`src/cart_loader_pkg.sv`:
```
//==============================
// Shared constants and the header word view for the cartridge loader
// Header addresses include the 512-byte copier header
//==============================

package cart_loader_pkg;

	//==============================
	// Widths
	//==============================
	localparam int IO_ADDR_BITS   = 25;
	localparam int IO_DATA_BITS   = 16;
	localparam int MASK_BITS      = 24;
	localparam int CODE_BITS      = 128;
	localparam int FILL_ADDR_BITS = 17;

	//==============================
	// Index codes and header layout
	//==============================
	// Cartridge index is matched on its low six bits only
	localparam logic [5:0] IDX_CART = 6'd0;
	localparam logic [7:0] IDX_CODE = 8'hFF;

	localparam int COPIER_BYTES = 512;

	// Size byte of the internal header, RAM size word follows 2 bytes later
	localparam logic [IO_ADDR_BITS-1:0] LOROM_HDR   = IO_ADDR_BITS'('h7FD6 + COPIER_BYTES);
	localparam logic [IO_ADDR_BITS-1:0] HIROM_HDR   = IO_ADDR_BITS'('hFFD6 + COPIER_BYTES);
	localparam logic [IO_ADDR_BITS-1:0] EXHIROM_HDR = IO_ADDR_BITS'('h40FFD6 + COPIER_BYTES);
	localparam int HDR_SIZE_OFF = 2;

	localparam logic [3:0] DEFAULT_ROM_SIZE = 4'd12;
	// Bytes covered by size code 0
	localparam int MASK_UNIT = 1024;

	//==============================
	// Header modes and region select
	//==============================
	localparam logic [2:0] HDR_AUTO    = 3'd0;
	localparam logic [2:0] HDR_NONE    = 3'd1;
	localparam logic [2:0] HDR_LOROM   = 3'd2;
	localparam logic [2:0] HDR_HIROM   = 3'd3;
	localparam logic [2:0] HDR_EXHIROM = 3'd4;

	// Code 3 behaves as PAL
	localparam logic [1:0] REG_AUTO = 2'd0;
	localparam logic [1:0] REG_NTSC = 2'd1;
	localparam logic [1:0] REG_PAL  = 2'd2;

	// One download word, seen as copier header or as internal header
	typedef union packed {
		struct packed {
			logic [7:0] cart_type;
			logic [3:0] ram_size;
			logic [3:0] rom_size;
		} copier;
		struct packed {
			logic [3:0] rsvd_hi;
			logic [3:0] rom_size;
			logic [3:0] rsvd_lo;
			logic [3:0] ram_size;
		} internal;
	} header_word_u;

endpackage
```
`src/cart_loader.sv`:
```
//==============================
// Cartridge loading front end, host download port in, header info,
// cheat codes and WRAM fill writes out
//==============================

module cart_loader (
	input  logic                                     clk_sys,
	input  logic                                     RESET,
	input  logic                                     ioctl_download,
	input  logic [7:0]                               ioctl_index,
	input  logic                                     ioctl_wr,
	input  logic [cart_loader_pkg::IO_ADDR_BITS-1:0]   ioctl_addr,
	input  logic [cart_loader_pkg::IO_DATA_BITS-1:0]   ioctl_dout,
	input  logic [2:0]                               hdr_mode,
	input  logic [1:0]                               region_sel,
	input  logic [1:0]                               wram_init,
	output logic [7:0]                               rom_type,
	output logic [cart_loader_pkg::MASK_BITS-1:0]      rom_mask,
	output logic [cart_loader_pkg::MASK_BITS-1:0]      ram_mask,
	output logic                                     pal,
	output logic [cart_loader_pkg::CODE_BITS-1:0]      code,
	output logic                                     code_valid,
	output logic [cart_loader_pkg::FILL_ADDR_BITS-1:0] fill_addr,
	output logic [7:0]                               fill_data,
	output logic                                     fill_wr,
	output logic                                     clearing
);
	import cart_loader_pkg::*;

	// Registered download port
	logic [IO_ADDR_BITS-1:0] dl_addr;
	logic [IO_DATA_BITS-1:0] dl_data;
	logic cart_wr;
	logic code_wr;
	logic cart_active;
	logic cart_start;

	download_decoder u_decoder (
		.clk_sys, .RESET,
		.ioctl_download, .ioctl_index, .ioctl_wr, .ioctl_addr, .ioctl_dout,
		.dl_addr, .dl_data, .cart_wr, .code_wr, .cart_active, .cart_start
	);

	header_parser u_header (
		.clk_sys, .RESET,
		.cart_wr, .cart_active, .dl_addr, .dl_data,
		.hdr_mode, .region_sel,
		.rom_type, .rom_mask, .ram_mask, .pal
	);

	cheat_assembler u_cheat (
		.clk_sys, .RESET,
		.code_wr, .dl_addr, .dl_data,
		.code, .code_valid
	);

	ram_clearer u_clear (
		.clk_sys, .RESET,
		.cart_start, .wram_init,
		.fill_addr, .fill_data, .fill_wr, .clearing
	);

endmodule

```
`src/ram_clearer.sv`:
```
//==============================
// Sweeps all WRAM addresses once per cartridge start, one write per cycle
// A new start during a sweep restarts it at address 0
//==============================

module ram_clearer (
	input  logic                                    clk_sys,
	input  logic                                    RESET,
	input  logic                                    cart_start,
	input  logic [1:0]                              wram_init,
	output logic [cart_loader_pkg::FILL_ADDR_BITS-1:0] fill_addr,
	output logic [7:0]                              fill_data,
	output logic                                    fill_wr,
	output logic                                    clearing
);

	//==============================
	// Sweep counter
	//==============================
	always_ff @(posedge clk_sys) begin
		if (RESET) begin
			clearing  <= 1'b0;
			fill_addr <= '0;
		end else if (cart_start) begin
			clearing  <= 1'b1;
			fill_addr <= '0;
		end else if (clearing) begin
			// Wraps back to 0 after the last address
			fill_addr <= fill_addr + 1'b1;
			if (&fill_addr)
				clearing <= 1'b0;
		end
	end

	assign fill_wr = clearing;

	//==============================
	// Power-on fill pattern
	//==============================
	always_comb begin
		case (wram_init)
			2'd0:    fill_data = (fill_addr[8] ^ fill_addr[2]) ? 8'h66 : 8'h99;
			2'd1:    fill_data = (fill_addr[9] ^ fill_addr[0]) ? 8'hFF : 8'h00;
			2'd2:    fill_data = 8'h55;
			default: fill_data = 8'hFF;
		endcase
	end

endmodule

```
`src/cheat_assembler.sv`:
```
//==============================
// Builds one 128-bit cheat code from eight 16-bit words
// Only even offsets 0 to 14 of dl_addr[3:0] are decoded
//==============================

module cheat_assembler (
	input  logic                                   clk_sys,
	input  logic                                   RESET,
	input  logic                                   code_wr,
	input  logic [cart_loader_pkg::IO_ADDR_BITS-1:0] dl_addr,
	input  logic [cart_loader_pkg::IO_DATA_BITS-1:0] dl_data,
	output logic [cart_loader_pkg::CODE_BITS-1:0]  code,
	output logic                                   code_valid
);

	// Layout is flags, address, compare, replace from the top down
	always_ff @(posedge clk_sys) begin
		if (code_wr) begin
			case (dl_addr[3:0])
				4'd0:  code[111:96]  <= dl_data;
				4'd2:  code[127:112] <= dl_data;
				4'd4:  code[79:64]   <= dl_data;
				4'd6:  code[95:80]   <= dl_data;
				4'd8:  code[47:32]   <= dl_data;
				4'd10: code[63:48]   <= dl_data;
				4'd12: code[15:0]    <= dl_data;
				4'd14: code[31:16]   <= dl_data;
				default: ;
			endcase
		end
	end

	// Last word completes the code
	always_ff @(posedge clk_sys) begin
		if (RESET)
			code_valid <= 1'b0;
		else
			code_valid <= code_wr && (dl_addr[3:0] == 4'd14);
	end

endmodule

```
`src/header_parser.sv`:
```
//==============================
// Decodes cartridge type, ROM/RAM masks and region from the image header
// Region output only tracks its source while no cartridge download runs
//==============================

module header_parser (
	input  logic                                   clk_sys,
	input  logic                                   RESET,
	input  logic                                   cart_wr,
	input  logic                                   cart_active,
	input  logic [cart_loader_pkg::IO_ADDR_BITS-1:0] dl_addr,
	input  logic [cart_loader_pkg::IO_DATA_BITS-1:0] dl_data,
	input  logic [2:0]                             hdr_mode,
	input  logic [1:0]                             region_sel,
	output logic [7:0]                             rom_type,
	output logic [cart_loader_pkg::MASK_BITS-1:0]  rom_mask,
	output logic [cart_loader_pkg::MASK_BITS-1:0]  ram_mask,
	output logic                                   pal
);
	import cart_loader_pkg::*;

	header_word_u hw;
	logic [3:0] rom_size;
	logic [3:0] ram_size;
	logic rom_region;

	logic [7:0] type_sel;
	logic int_en;
	logic [IO_ADDR_BITS-1:0] int_addr;

	assign hw = dl_data;

	// Type by header mode, auto mode takes it from the copier header
	always_comb begin
		case (hdr_mode)
			HDR_AUTO:    type_sel = hw.copier.cart_type;
			HDR_NONE:    type_sel = 8'd0;
			HDR_LOROM:   type_sel = 8'd0;
			HDR_HIROM:   type_sel = 8'd1;
			HDR_EXHIROM: type_sel = 8'd2;
			default:     type_sel = 8'd0;
		endcase
	end

	// Internal header location for the fixed modes
	always_comb begin
		int_en   = 1'b1;
		int_addr = LOROM_HDR;
		case (hdr_mode)
			HDR_LOROM:   int_addr = LOROM_HDR;
			HDR_HIROM:   int_addr = HIROM_HDR;
			HDR_EXHIROM: int_addr = EXHIROM_HDR;
			default:     int_en   = 1'b0;
		endcase
	end

	always_ff @(posedge clk_sys) begin
		if (RESET) begin
			rom_type   <= 8'd0;
			rom_size   <= DEFAULT_ROM_SIZE;
			ram_size   <= 4'd0;
			rom_region <= 1'b0;
			pal        <= 1'b0;
		end else begin
			if (cart_wr) begin
				// First word restarts from the defaults
				if (dl_addr == '0) begin
					rom_type <= type_sel;
					rom_size <= DEFAULT_ROM_SIZE;
					ram_size <= 4'd0;
					if (hdr_mode == HDR_AUTO &&
					    {hw.copier.ram_size, hw.copier.rom_size} != 8'd0) begin
						rom_size <= hw.copier.rom_size;
						ram_size <= hw.copier.ram_size;
					end
				end
				if (dl_addr == IO_ADDR_BITS'(2))
					rom_region <= dl_data[8];
				if (int_en && dl_addr == int_addr)
					rom_size <= hw.internal.rom_size;
				if (int_en && dl_addr == int_addr + IO_ADDR_BITS'(HDR_SIZE_OFF))
					ram_size <= hw.internal.ram_size;
			end
			// Held during a download
			if (!cart_active)
				pal <= (region_sel == REG_AUTO) ? rom_region : region_sel[1];
		end
	end

	// Masks follow the size registers directly
	assign rom_mask = (MASK_BITS'(MASK_UNIT) << rom_size) - 1'b1;
	assign ram_mask = (ram_size == 4'd0) ? '0 : (MASK_BITS'(MASK_UNIT) << ram_size) - 1'b1;

endmodule

```
`src/download_decoder.sv`:
```
//==============================
// Registers the host download port, one cycle of latency on every output
// Cartridge and cheat strobes are only valid while the download level is high
//==============================

module download_decoder (
	input  logic                                   clk_sys,
	input  logic                                   RESET,
	input  logic                                   ioctl_download,
	input  logic [7:0]                             ioctl_index,
	input  logic                                   ioctl_wr,
	input  logic [cart_loader_pkg::IO_ADDR_BITS-1:0] ioctl_addr,
	input  logic [cart_loader_pkg::IO_DATA_BITS-1:0] ioctl_dout,
	output logic [cart_loader_pkg::IO_ADDR_BITS-1:0] dl_addr,
	output logic [cart_loader_pkg::IO_DATA_BITS-1:0] dl_data,
	output logic                                   cart_wr,
	output logic                                   code_wr,
	output logic                                   cart_active,
	output logic                                   cart_start
);
	import cart_loader_pkg::*;

	logic cart_dl;
	logic code_dl;

	// Download kind from the index byte
	assign cart_dl = ioctl_download && (ioctl_index[5:0] == IDX_CART);
	assign code_dl = ioctl_download && (ioctl_index == IDX_CODE);

	// Payload path
	always_ff @(posedge clk_sys) begin
		dl_addr <= ioctl_addr;
		dl_data <= ioctl_dout;
	end

	always_ff @(posedge clk_sys) begin
		if (RESET) begin
			cart_wr     <= 1'b0;
			code_wr     <= 1'b0;
			cart_active <= 1'b0;
			cart_start  <= 1'b0;
		end else begin
			cart_wr     <= cart_dl && ioctl_wr;
			code_wr     <= code_dl && ioctl_wr;
			cart_active <= cart_dl;
			// cart_active still holds the previous level here
			cart_start  <= cart_dl && !cart_active;
		end
	end

endmodule

```
`config.mk`:
```
export PLATFORM = sky130hd
export DESIGN_NAME = cart_loader
export DESIGN_NICKNAME = d
export VERILOG_FILES = /design/src/cart_loader_pkg.sv /design/src/cart_loader.sv /design/src/ram_clearer.sv /design/src/cheat_assembler.sv /design/src/header_parser.sv /design/src/download_decoder.sv
export SDC_FILE = /design/constraint.sdc
export NUM_CORES = 1
export LEC_CHECK = 0
export BUFFER_PORTS_ARGS = -buffer_cell sky130_fd_sc_hd__buf_2
export CAP_MARGIN = 20
export CORE_ASPECT_RATIO = 0.9
export CORE_MARGIN = 5
export CORE_UTILIZATION = 46
export CTS_BUF_LIST = sky130_fd_sc_hd__clkbuf_2
export CTS_CLUSTER_DIAMETER = 50
export DETAILED_ROUTE_END_ITERATION = 10
export MAX_ROUTING_LAYER = met4
export PLACE_DENSITY = 0.78
export SYNTH_ARGS = -nofsm -noshare
export SYNTH_HDL_FRONTEND = slang
export SYNTH_SLANG_ARGS = --single-unit
export TNS_END_PERCENT = 5
```
`constraint.sdc`:
```
create_clock -name clk_sys -period 2.4 [get_ports clk_sys]
set_input_delay 0.48 -clock clk_sys [delete_from_list [all_inputs] [get_ports clk_sys]]
set_output_delay 0.48 -clock clk_sys [all_outputs]
set_load 0.02 [all_outputs]
```
==> results of run 1 <==
[final cells by class]
cell class	count	area, um2	share of cell area (%)
flip-flops and latches	210	5498	54.35
clock buffers	75	375.4	3.711
inverters	12	45.04	0.4453
clock inverters	16	141.4	1.398
well taps	207	259.0	2.561
multi-input cells	282	1755	17.36
repair buffers	340	2041	20.18
[power groups by stage]
stage	registers [mW]	clock network [mW]	logic, mW
after floorplan	3.97	0	0.103
after global placement	3.98	0	0.181
after detailed placement	3.98	0	0.183
after CTS	3.90	2.57	0.240
after global routing	3.90	2.76	0.269
final	3.89	2.48	0.247
[Yosys cell counts (2+ instances only)]
cell	number	area share, %
nand3b_1	3	0.30
a21o_1	2	0.20
nand2_1	37	1.9
a211o_1	3	0.35
clkbuf_1	19	0.96
nand4_1	7	0.59
and3_1	3	0.25
or2_2	2	0.17
nor4_1	9	0.76
dfxtp_1	82	22
or3_1	9	0.76
and4bb_2	2	0.34
mux2i_1	3	0.40
o21ai_0	17	1.1
nor3b_1	4	0.40
a211oi_1	6	0.60
and2_1	3	0.25
ha_1	4	0.67
nor3_1	21	1.4
o2111ai_1	2	0.24
xor2_1	6	0.71
nand2b_1	13	1.1
a21oi_1	20	1.3
buf_2	2	0.13
nor2b_1	7	0.59
inv_1	11	0.55
buf_4	25	2.5
nor2_1	34	1.7
edfxtp_1	128	52
xnor2_1	8	0.94
o31a_1	9	1.1
nand3_1	20	1.3
[registers in the layout, summed over array words and instances (netlist names), 4 cells and up]
register / flops
u_cheat.code: 128
u_clear.fill_addr: 17
u_decoder.dl_addr: 25
u_decoder.dl_data: 16
u_header.ram_size: 4
u_header.rom_size: 4
u_header.rom_type: 8
[logic make-up after synthesis]
kind of cell / after synthesis / synth area share, %
fa+ha+maj: 4 / 0.6723
other cells: 1 / 0.05037
compound gates: 69 / 6.336
flops: 210 / 73.68
xor+xnor: 14 / 1.647
mux: 4 / 0.6050
buf+inv: 58 / 4.218
simple gates: 181 / 12.79
[layer usage]
| layer | GRT usage, % | share of wire, % | vias to the layer above |
|---|---|---|---|
| met2 | 35.69 | 50 | 265 |
| met4 | 6.423 | 1.8 | 0 |
| met1 | 24.24 | 39 | 2555 |
| met5 | - | 0 | - |
| met3 | 4.585 | 9.1 | 33 |
| li1 | - | - | 2673 |
[repair_timing]
action                                 4_1_cts  5_1_grt
endpoints found under the hold margin       44        0
buffers inserted                             1        0
hold buffers                                47        0
gates resized for setup                     18       13
setup endpoints to repair                   24       25
pin swaps                                    3        2
[metrics by stage]
stage | setup TNS [ns] | setup slack (ns) | cells
2_1_floorplan | 0 | 0.03248 | 550
3_3_place_gp | 0 | 0.07529 | 1003
3_5_place_dp | 0 | 0.04959 | 1003
4_1_cts | -4.213 | -0.4750 | 1142
5_1_grt | -4.912 | -0.5396 | 1142
6_report | -2.374 | -0.3690 | 1142
[worst max path at each step]
stage / start / to / slack (ns) / cells past startpoint
final: u_header.ram_size[2] / ram_mask[16] / -0.37 / 8
after global routing: u_header.ram_size[2] / ram_mask[16] / -0.54 / 8
after CTS: u_header.ram_size[2] / ram_mask[16] / -0.48 / 8
after detailed placement: hdr_mode[1] / u_header.rom_size[3] / 0.05 / 6
after global placement: hdr_mode[1] / u_header.rom_size[3] / 0.08 / 6
after floorplan: u_header.rom_size[0] / rom_mask[20] / 0.03 / 10
[worst min-delay path, stage by stage]
cell and delay [ns]:
buf_2 0.10, nor4_1 0.07, nor2b_1 0.13
==> impl_metrics.py, run 1 <==
metrics = {
    "route": {
        "vias_per_cell": 4.839,
        "finalWirelength_mm": 19.69,
        "drt_iter0_drc": 193,
        "drc": 0,
        "firstDrtPassIters": 4,
        "wl_per_cell_um": 17.24,
        "antenna_left": 0,
        "routed-via-count": 5526,
    },
    "sta": {
        "finalSetupViolCount": 16,
        "period_share_pct": 115.4,
        "min_period_ns": 2.769,
        "hold_violations": 0,
        "skew_ns": 0.06545,
        "final-max-slew-violation-count": 0,
        "timing.final.ws_setup_ns": -0.3690,
        "fmax_ghz": 0.3611,
        "whs_ns": 0.1017,
        "rsz0062_at_grt": "true",
    },
    "worst_setup_path": {
        "path_delay_family": "simple AND/OR/NAND/NOR gates",
        "cp_num_buf_inv": 2,
        "r2r_cells": 5,
        "path_cells": "inv_2 > nand2_2 > or3_1 > ha_2 > nor3b_2 > nand3_1 > o21ai_1 > buf_4",
        "cp_max_fo": 5,
        "cp.required_ns": 1.92,
        "worstReg2RegEnd": "u_header.rom_size[3]",
        "endpoint_kind": "output pin",
        "critPathArrivalTime_ns": 2.29,
        "slowest_stage": "dfxtp_2",
        "start_kind": "register",
        "r2r_slack_ns": 0.25,
        "crit_type": "register to output pin",
        "rr_startpoint": "u_decoder.dl_addr[11]",
        "slowest_delay_ns": 0.34,
    },
    "cells_and_area": {
        "n_fill_cell": 1220,
        "final_layout_size_suffix_gt1_share_pct": 43.96,
        "final_cell_mix": "buf_2, edfxtp_1, clkbuf_2",
        "post-route-util_pct": 63.14,
        "final_common_cell": "buf_2",
        "antenna_cells": 0,
        "fin_nets": 959,
        "syn2layout_area_growth_pct": 35.87,
        "final_area_um2": 10110,
    },
    "yosys": {
        "seq_area_frac_synth_pct": 73.68,
        "ys_types": 52,
        "yosysWarnings": 0,
        "syn_avg_cell_area_um2": 13.76,
        "yosys_register_bits": 210,
        "synthesis.area_um2": 7445,
        "synth_flop_cell": "edfxtp_1",
        "synth-edff-count": 128,
        "synthArstFlopShare_pct": 0,
        "synthCells": 541,
    },
    "global_routing": {
        "antenna_found_initial": 0,
        "grt_pass1_vias": 5402,
        "grt_usage_pct": 20.65,
        "grt_pass1_wl_mm": 28.90,
        "grt_max_degree": 23,
        "overflow": 0,
    },
    "power": {
        "leakage_nw": 4.189,
        "switching_share_pct": 22.55,
        "power_frac_comb_pct": 3.7,
        "power.internal_mw": 5.129,
        "seqPwrFrac_pct": 58.8,
        "power_frac_clock_pct": 37.5,
        "power_density_nw_per_um2": 654.7,
        "switching_power_mw": 1.493,
        "p_total_mw": 6.622,
        "vdd_drop_max_mv": 0.3987,
    },
    "hold_path": {
        "holdPathStages": 3,
        "min_from": "ioctl_index[1]",
        "hp-class": "primary input to register",
        "min_to": "u_decoder.cart_start",
    },
    "floorplan": {
        "initial_core_util_pct": 46.47,
        "coreArea_um2": 16020,
        "die_y_um": 130.7,
        "fp.dieW_um": 144.1,
        "ios": 273,
        "rows": 44,
        "dieArea_um2": 18830,
    },
    "cts": {
        "clkLatencyLatePin_ns": 0.76,
        "clock_sinks": 210,
        "cts-buffers-inserted": 49,
        "cts_tree": "yes",
        "cts_buffer_depth": 3,
        "root_buffer": "clkbuf_2",
        "path_clk_slew_ns": 0.12,
        "htreeDepth": 2,
    },
    "place": {
        "place_congestion": 0.8197,
        "dp_hpwl_mm": 13.27,
        "portBuffers": 262,
        "place_area_um2": 9042,
    },
    "status": {
        "status": "finished with violations",
        "violations": "setup timing",
    },
    "flow_run": {
        "drv_cap": 0,
    },
}
Note: power is estimated with default switching activity, not from simulation.
==> run 2: changes to the inputs <==
--- a/config.mk
+++ b/config.mk
@@ -8,7 +8,7 @@
 export BUFFER_PORTS_ARGS = -buffer_cell sky130_fd_sc_hd__buf_2
 export CAP_MARGIN = 20
 export CORE_ASPECT_RATIO = 0.9
-export CORE_MARGIN = 5
+export CORE_MARGIN = 4
 export CORE_UTILIZATION = 46
 export CTS_BUF_LIST = sky130_fd_sc_hd__clkbuf_2
 export CTS_CLUSTER_DIAMETER = 50
==> run 2 against run 1 <==
  * The flow still finishes with violations (setup timing)
  * Cell count is the same
  * Flip-flop and latch count is the same
  * Critical path depth is the same
  * First-iteration DRC count grew 49%
  * Global-route usage grew 0.97 points
  * Non-clock buffer count grew 9
  * Hold slack gained 0.0026 ns
==> impl_metrics.py, run 2 (synthesis results as in run 1) <==
metrics = {
    "status": {
        "status": "finished with violations",
        "violations": "setup timing",
    },
    "sta": {
        "fmax_ghz": 0.3720,
        "whs_ns": 0.1043,
        "finalSetupViolCount": 7,
        "timing.final.ws_setup_ns": -0.2884,
        "worstMarginPinSlew_ns": 0.5885,
        "final-max-slew-violation-count": 0,
        "skew_ns": 0.05820,
        "rsz0062_at_grt": "true",
        "hold_violations": 0,
        "max_slew_margin_pct": 60.69,
        "period_share_pct": 112.0,
        "min_period_ns": 2.688,
    },
    "place": {
        "dp_hpwl_mm": 13.57,
        "place_congestion": 0.8656,
        "portBuffers": 262,
    },
    "global_routing": {
        "antenna_found_initial": 0,
        "overflow": 0,
        "grt_max_degree": 23,
        "grt_pass1_wl_mm": 29.86,
        "grt_usage_pct": 21.62,
        "grt_pass1_vias": 5594,
    },
    "worst_setup_path": {
        "cp_max_fo": 5,
        "slowest_delay_ns": 0.34,
        "start_kind": "register",
        "cp.required_ns": 1.92,
        "slowest_stage": "or3_4",
        "endpoint_kind": "output pin",
        "critPathArrivalTime_ns": 2.21,
        "path_cells": "clkinv_1 > nand2_4 > or3_4 > ha_4 > nor3b_4 > nand3_1 > o21ai_1 > buf_4",
        "crit_type": "register to output pin",
    },
    "cts": {
        "cts_tree": "yes",
        "path_clk_slew_ns": 0.09,
        "cts_buffer_depth": 3,
        "clkLatencyLatePin_ns": 0.72,
        "cts-buffers-inserted": 48,
        "htreeDepth": 2,
        "root_buffer": "clkbuf_2",
        "clock_sinks": 210,
    },
    "cells_and_area": {
        "antenna_cells": 0,
        "top_register": "u_cheat.code",
        "final_layout_size_suffix_gt1_share_pct": 45.53,
        "n_fill_cell": 1169,
        "final_common_cell": "buf_2",
        "largest_reg_flops": 128,
        "syn2layout_area_growth_pct": 37.02,
        "reg.largest.list": "u_cheat.code: 128 flops, u_decoder.dl_addr: 25 flops, u_clear.fill_addr: 17 flops",
        "seq_area_um2": 5508,
        "post-route-util_pct": 65.16,
        "multi_input_area_um2": 1819,
        "final_cell_mix": "buf_2, edfxtp_1, clkbuf_2",
        "fin_nets": 967,
    },
    "floorplan": {
        "dieArea_um2": 18290,
        "die_y_um": 128.7,
        "rows": 43,
        "initial_core_util_pct": 47.55,
        "coreArea_um2": 15660,
        "ios": 273,
        "fp.dieW_um": 142.1,
    },
    "power": {
        "power_frac_comb_pct": 4.0,
        "power_frac_clock_pct": 34.9,
        "leakage_nw": 4.204,
        "switching_power_mw": 1.465,
        "power.internal_mw": 4.902,
        "seqPwrFrac_pct": 61.1,
        "power_density_nw_per_um2": 624.2,
        "vdd_drop_max_mv": 0.3720,
        "switching_share_pct": 23.01,
    },
    "route": {
        "finalWirelength_mm": 20.05,
        "drc": 0,
        "vias_per_cell": 4.972,
        "drt_iter0_drc": 288,
        "routed-via-count": 5678,
        "antenna_left": 0,
        "wl_per_cell_um": 17.56,
        "firstDrtPassIters": 4,
    },
    "hold_path": {
        "hp-class": "primary input to register",
    },
    "flow_run": {
        "drv_cap": 0,
    },
}
==> run 2: what timing repair did <==
item	in CTS	in global routing
resized for setup	28	27
endpoints found under the setup margin	24	25
pin swaps	7	11
setup buffers	3	0
endpoints found under the hold margin	45	0
hold buffers	47	0
==> run 2: final cells by class <==
type | instances | share of cell area [%]
Tap cell | 202 | 2.478
Timing Repair Buffer | 349 | 20.83
Multi-Input combinational cell | 282 | 17.83
Sequential cell | 210 | 53.99
Clock buffer | 74 | 3.631
Clock inverter | 13 | 0.7973
Inverter | 12 | 0.4416
==> run 2: critical path: cells and delay by family (launching register included) <==
kind / cells / cell delay, ns
AND/OR/NAND/NOR: 4 / 0.68
flip-flops: 1 / 0.32
buffers and inverters: 2 / 0.25
adder cells (fa/ha/maj): 1 / 0.19
AO/OA/AOI/OAI: 1 / 0.09
==> run 2: power by group through the flow <==
stage	Sequential (mW)	Clock (mW)	Combinational (mW)
floorplan	3.97	0	0.103
global placement	3.98	0	0.188
detailed placement	3.98	0	0.192
CTS	3.90	2.31	0.250
global route	3.90	2.51	0.279
finish	3.89	2.22	0.256
==> run 2: worst paths after layout <==
| path | startpoint | end | slack, ns | cells after the start |
|---|---|---|---|---|
| max reg2reg | u_decoder.dl_addr[15] | u_header.ram_size[0] | 0.31 | 6 |
| max | u_header.ram_size[3] | ram_mask[16] | -0.29 | 8 |
| min reg2reg | u_decoder.cart_active | u_decoder.cart_start | 0.43 | 1 |
| min | region_sel[1] | u_header.pal | 0.10 | 5 |
==> run 2: stage by stage <==
| step | area (um2) | power, mW | TNS (ns) | setup slack, ns | cells |
|---|---|---|---|---|---|
| finish | 10200 | 6.368 | -1.224 | -0.2884 | 1142 |
| global route | 10200 | 6.693 | -2.703 | -0.4474 | 1142 |
| CTS | 10110 | 6.453 | -2.387 | -0.3540 | 1142 |
| detailed placement | 9089 | 4.171 | 0 | 0.08261 | 1005 |
| global placement | 9089 | 4.165 | 0 | 0.09411 | 1005 |
| floorplan | 7478 | 4.071 | 0 | 0.03248 | 550 |
==> run 2: per-layer routing <==
metal	global-route usage, %	share of wire (%)	vias up
li1	-	-	2693
met1	27.00	41	2685
met2	35.33	49	268
met3	5.240	8.0	32
met4	6.264	1.8	0
met5	-	0	-
==> run 3: changes to the inputs <==
--- a/config.mk
+++ b/config.mk
@@ -13,7 +13,6 @@
 export CTS_BUF_LIST = sky130_fd_sc_hd__clkbuf_2
 export CTS_CLUSTER_DIAMETER = 50
 export DETAILED_ROUTE_END_ITERATION = 10
-export MAX_ROUTING_LAYER = met4
 export PLACE_DENSITY = 0.78
 export SYNTH_ARGS = -nofsm -noshare
 export SYNTH_HDL_FRONTEND = slang
==> run 3 against run 2 <==
  * The flow still finishes with violations (setup timing)
  * Via count is 0.42% lower
  * Cell count stayed put
  * Clock skew is 0.0030 ns higher
  * Register-to-register slack hardly changed
  * Hold slack better by 0.0017 ns
  * Largest cell class unchanged
  * Final area hardly changed
  * Worst setup slack better by 0.0045 ns
  * Wire length is 0.10% higher
==> impl_metrics.py, run 3 (synthesis results as in run 1) <==
metrics = {
    "worst_setup_path": {
        "critPathArrivalTime_ns": 2.20,
        "endpoint_kind": "output pin",
        "cp.required_ns": 1.92,
        "cp_max_fo": 5,
        "crit_type": "register to output pin",
        "path_cells": "clkinv_1 > nand2_4 > or3_4 > ha_4 > nor3b_4 > nand3_1 > o21ai_1 > buf_4",
        "slowest_stage": "or3_4",
        "slowest_delay_ns": 0.34,
        "start_kind": "register",
    },
    "cells_and_area": {
        "largest_reg_flops": 128,
        "top_register": "u_cheat.code",
        "seq_area_um2": 5508,
        "reg.largest.list": "u_cheat.code: 128 flops, u_decoder.dl_addr: 25 flops, u_clear.fill_addr: 17 flops",
        "syn2layout_area_growth_pct": 37.08,
        "final_layout_size_suffix_gt1_share_pct": 45.43,
        "antenna_cells": 0,
        "fin_nets": 967,
        "final_cell_mix": "buf_2, edfxtp_1, clkbuf_2",
        "multi_input_area_um2": 1821,
        "final_cells": 1142,
        "n_fill_cell": 1169,
        "post-route-util_pct": 65.18,
        "final_common_cell": "buf_2",
    },
    "sta": {
        "finalSetupViolCount": 7,
        "hold_violations": 0,
        "skew_ns": 0.06117,
        "finalSetupTns_ns": -1.256,
        "min_period_ns": 2.684,
        "fmax_ghz": 0.3726,
        "max_slew_margin_pct": 60.68,
        "period_share_pct": 111.8,
        "worstMarginPinSlew_ns": 0.5887,
        "rsz0062_at_grt": "true",
        "final-max-slew-violation-count": 0,
        "timing.final.ws_setup_ns": -0.2839,
    },
    "route": {
        "wl_per_cell_um": 17.57,
        "drt_iter0_drc": 297,
        "firstDrtPassIters": 4,
        "vias_per_cell": 4.951,
        "finalWirelength_mm": 20.07,
        "antenna_left": 0,
        "routed-via-count": 5654,
        "drc": 0,
    },
    "cts": {
        "cts-buffers-inserted": 48,
        "root_buffer": "clkbuf_2",
        "clkLatencyLatePin_ns": 0.73,
        "cts_buffer_depth": 3,
        "cts_tree": "yes",
        "htreeDepth": 2,
        "clock_sinks": 210,
        "path_clk_slew_ns": 0.09,
    },
    "place": {
        "dp_worst_setup_slack_ns": 0.08261,
        "portBuffers": 262,
        "dp.cells": 1005,
        "dp_hpwl_mm": 13.57,
        "place_congestion": 0.8521,
    },
    "status": {
        "violations": "setup timing",
        "status": "finished with violations",
    },
    "floorplan": {
        "ios": 273,
        "die_y_um": 128.7,
        "dieArea_um2": 18290,
        "initial_core_util_pct": 47.55,
        "coreArea_um2": 15660,
        "rows": 43,
        "fp.dieW_um": 142.1,
    },
    "global_routing": {
        "overflow": 0,
        "antenna_found_initial": 0,
        "grt_usage_pct": 20.99,
        "grt_max_degree": 23,
        "grt_pass1_vias": 5591,
        "grt_pass1_wl_mm": 29.92,
    },
    "hold_path": {
        "hp-class": "primary input to register",
    },
    "power": {
        "vdd_drop_max_mv": 0.3652,
        "power_density_nw_per_um2": 624.4,
        "leakage_nw": 4.206,
        "p_total_mw": 6.372,
    },
    "flow_run": {
        "drv_cap": 0,
    },
}
run 3: cell counts in the layout (fill, tap and decap cells not counted):
No cell type changed its count.
run 3: path summary, 6_finish.rpt:
kind                               from              endpoint  slack (ns)  cells past startpoint
hold reg to reg   u_decoder.cart_active  u_decoder.cart_start        0.43                      1
setup / recovery   u_header.ram_size[3]          ram_mask[16]       -0.28                      8
setup reg to reg  u_decoder.dl_addr[15]  u_header.ram_size[0]        0.31                      6
hold / removal            region_sel[1]          u_header.pal        0.11                      5
run 3: timing repair:
action                                  4_1_cts  5_1_grt
hold endpoints to repair                     45        0
endpoints found under the setup margin       24       25
gates resized for setup                      28       27
pin swaps                                     7        9
buffers inserted                              3        0
hold buffers                                 47        0
run 3: worst max-delay path: cells and delay by family (launching register included):
family,cells,cell delay (ns)
simple gates,4,0.69
flops,1,0.32
buf+inv,2,0.25
fa+ha+maj,1,0.19
compound gates,1,0.09
run 3: power breakdown:
group | internal, mW | switching [mW]
combinational | 0.131 | 0.128
clock | 0.925 | 1.30
sequential | 3.85 | 0.0436
total | 4.90 | 1.47
run 3: area by class of cell:
type / instances / area share [%]
Timing Repair Buffer: 349 / 20.84
Multi-Input combinational cell: 282 / 17.84
Tap cell: 202 / 2.477
Clock buffer: 74 / 3.629
Inverter: 12 / 0.4414
Clock inverter: 13 / 0.7970
Sequential cell: 210 / 53.97
run 3: per-stage QoR:
step / cell area (um2) / hold WS, ns
after floorplan: 7478 / 0.4150
after global placement: 9089 / 0.4325
after detailed placement: 9089 / 0.4331
after CTS: 10110 / 0.02350
after global routing: 10200 / 0.07701
final: 10200 / 0.1059
run 3: metal layers:
metal / part of all wire, % / vias up / GRT usage [%]
met5: 0 / - / 0
met3: 8.9 / 27 / 6.169
met2: 49 / 248 / 35.44
met1: 40 / 2688 / 26.51
li1: - / 2691 / -
met4: 1.5 / 0 / 5.926
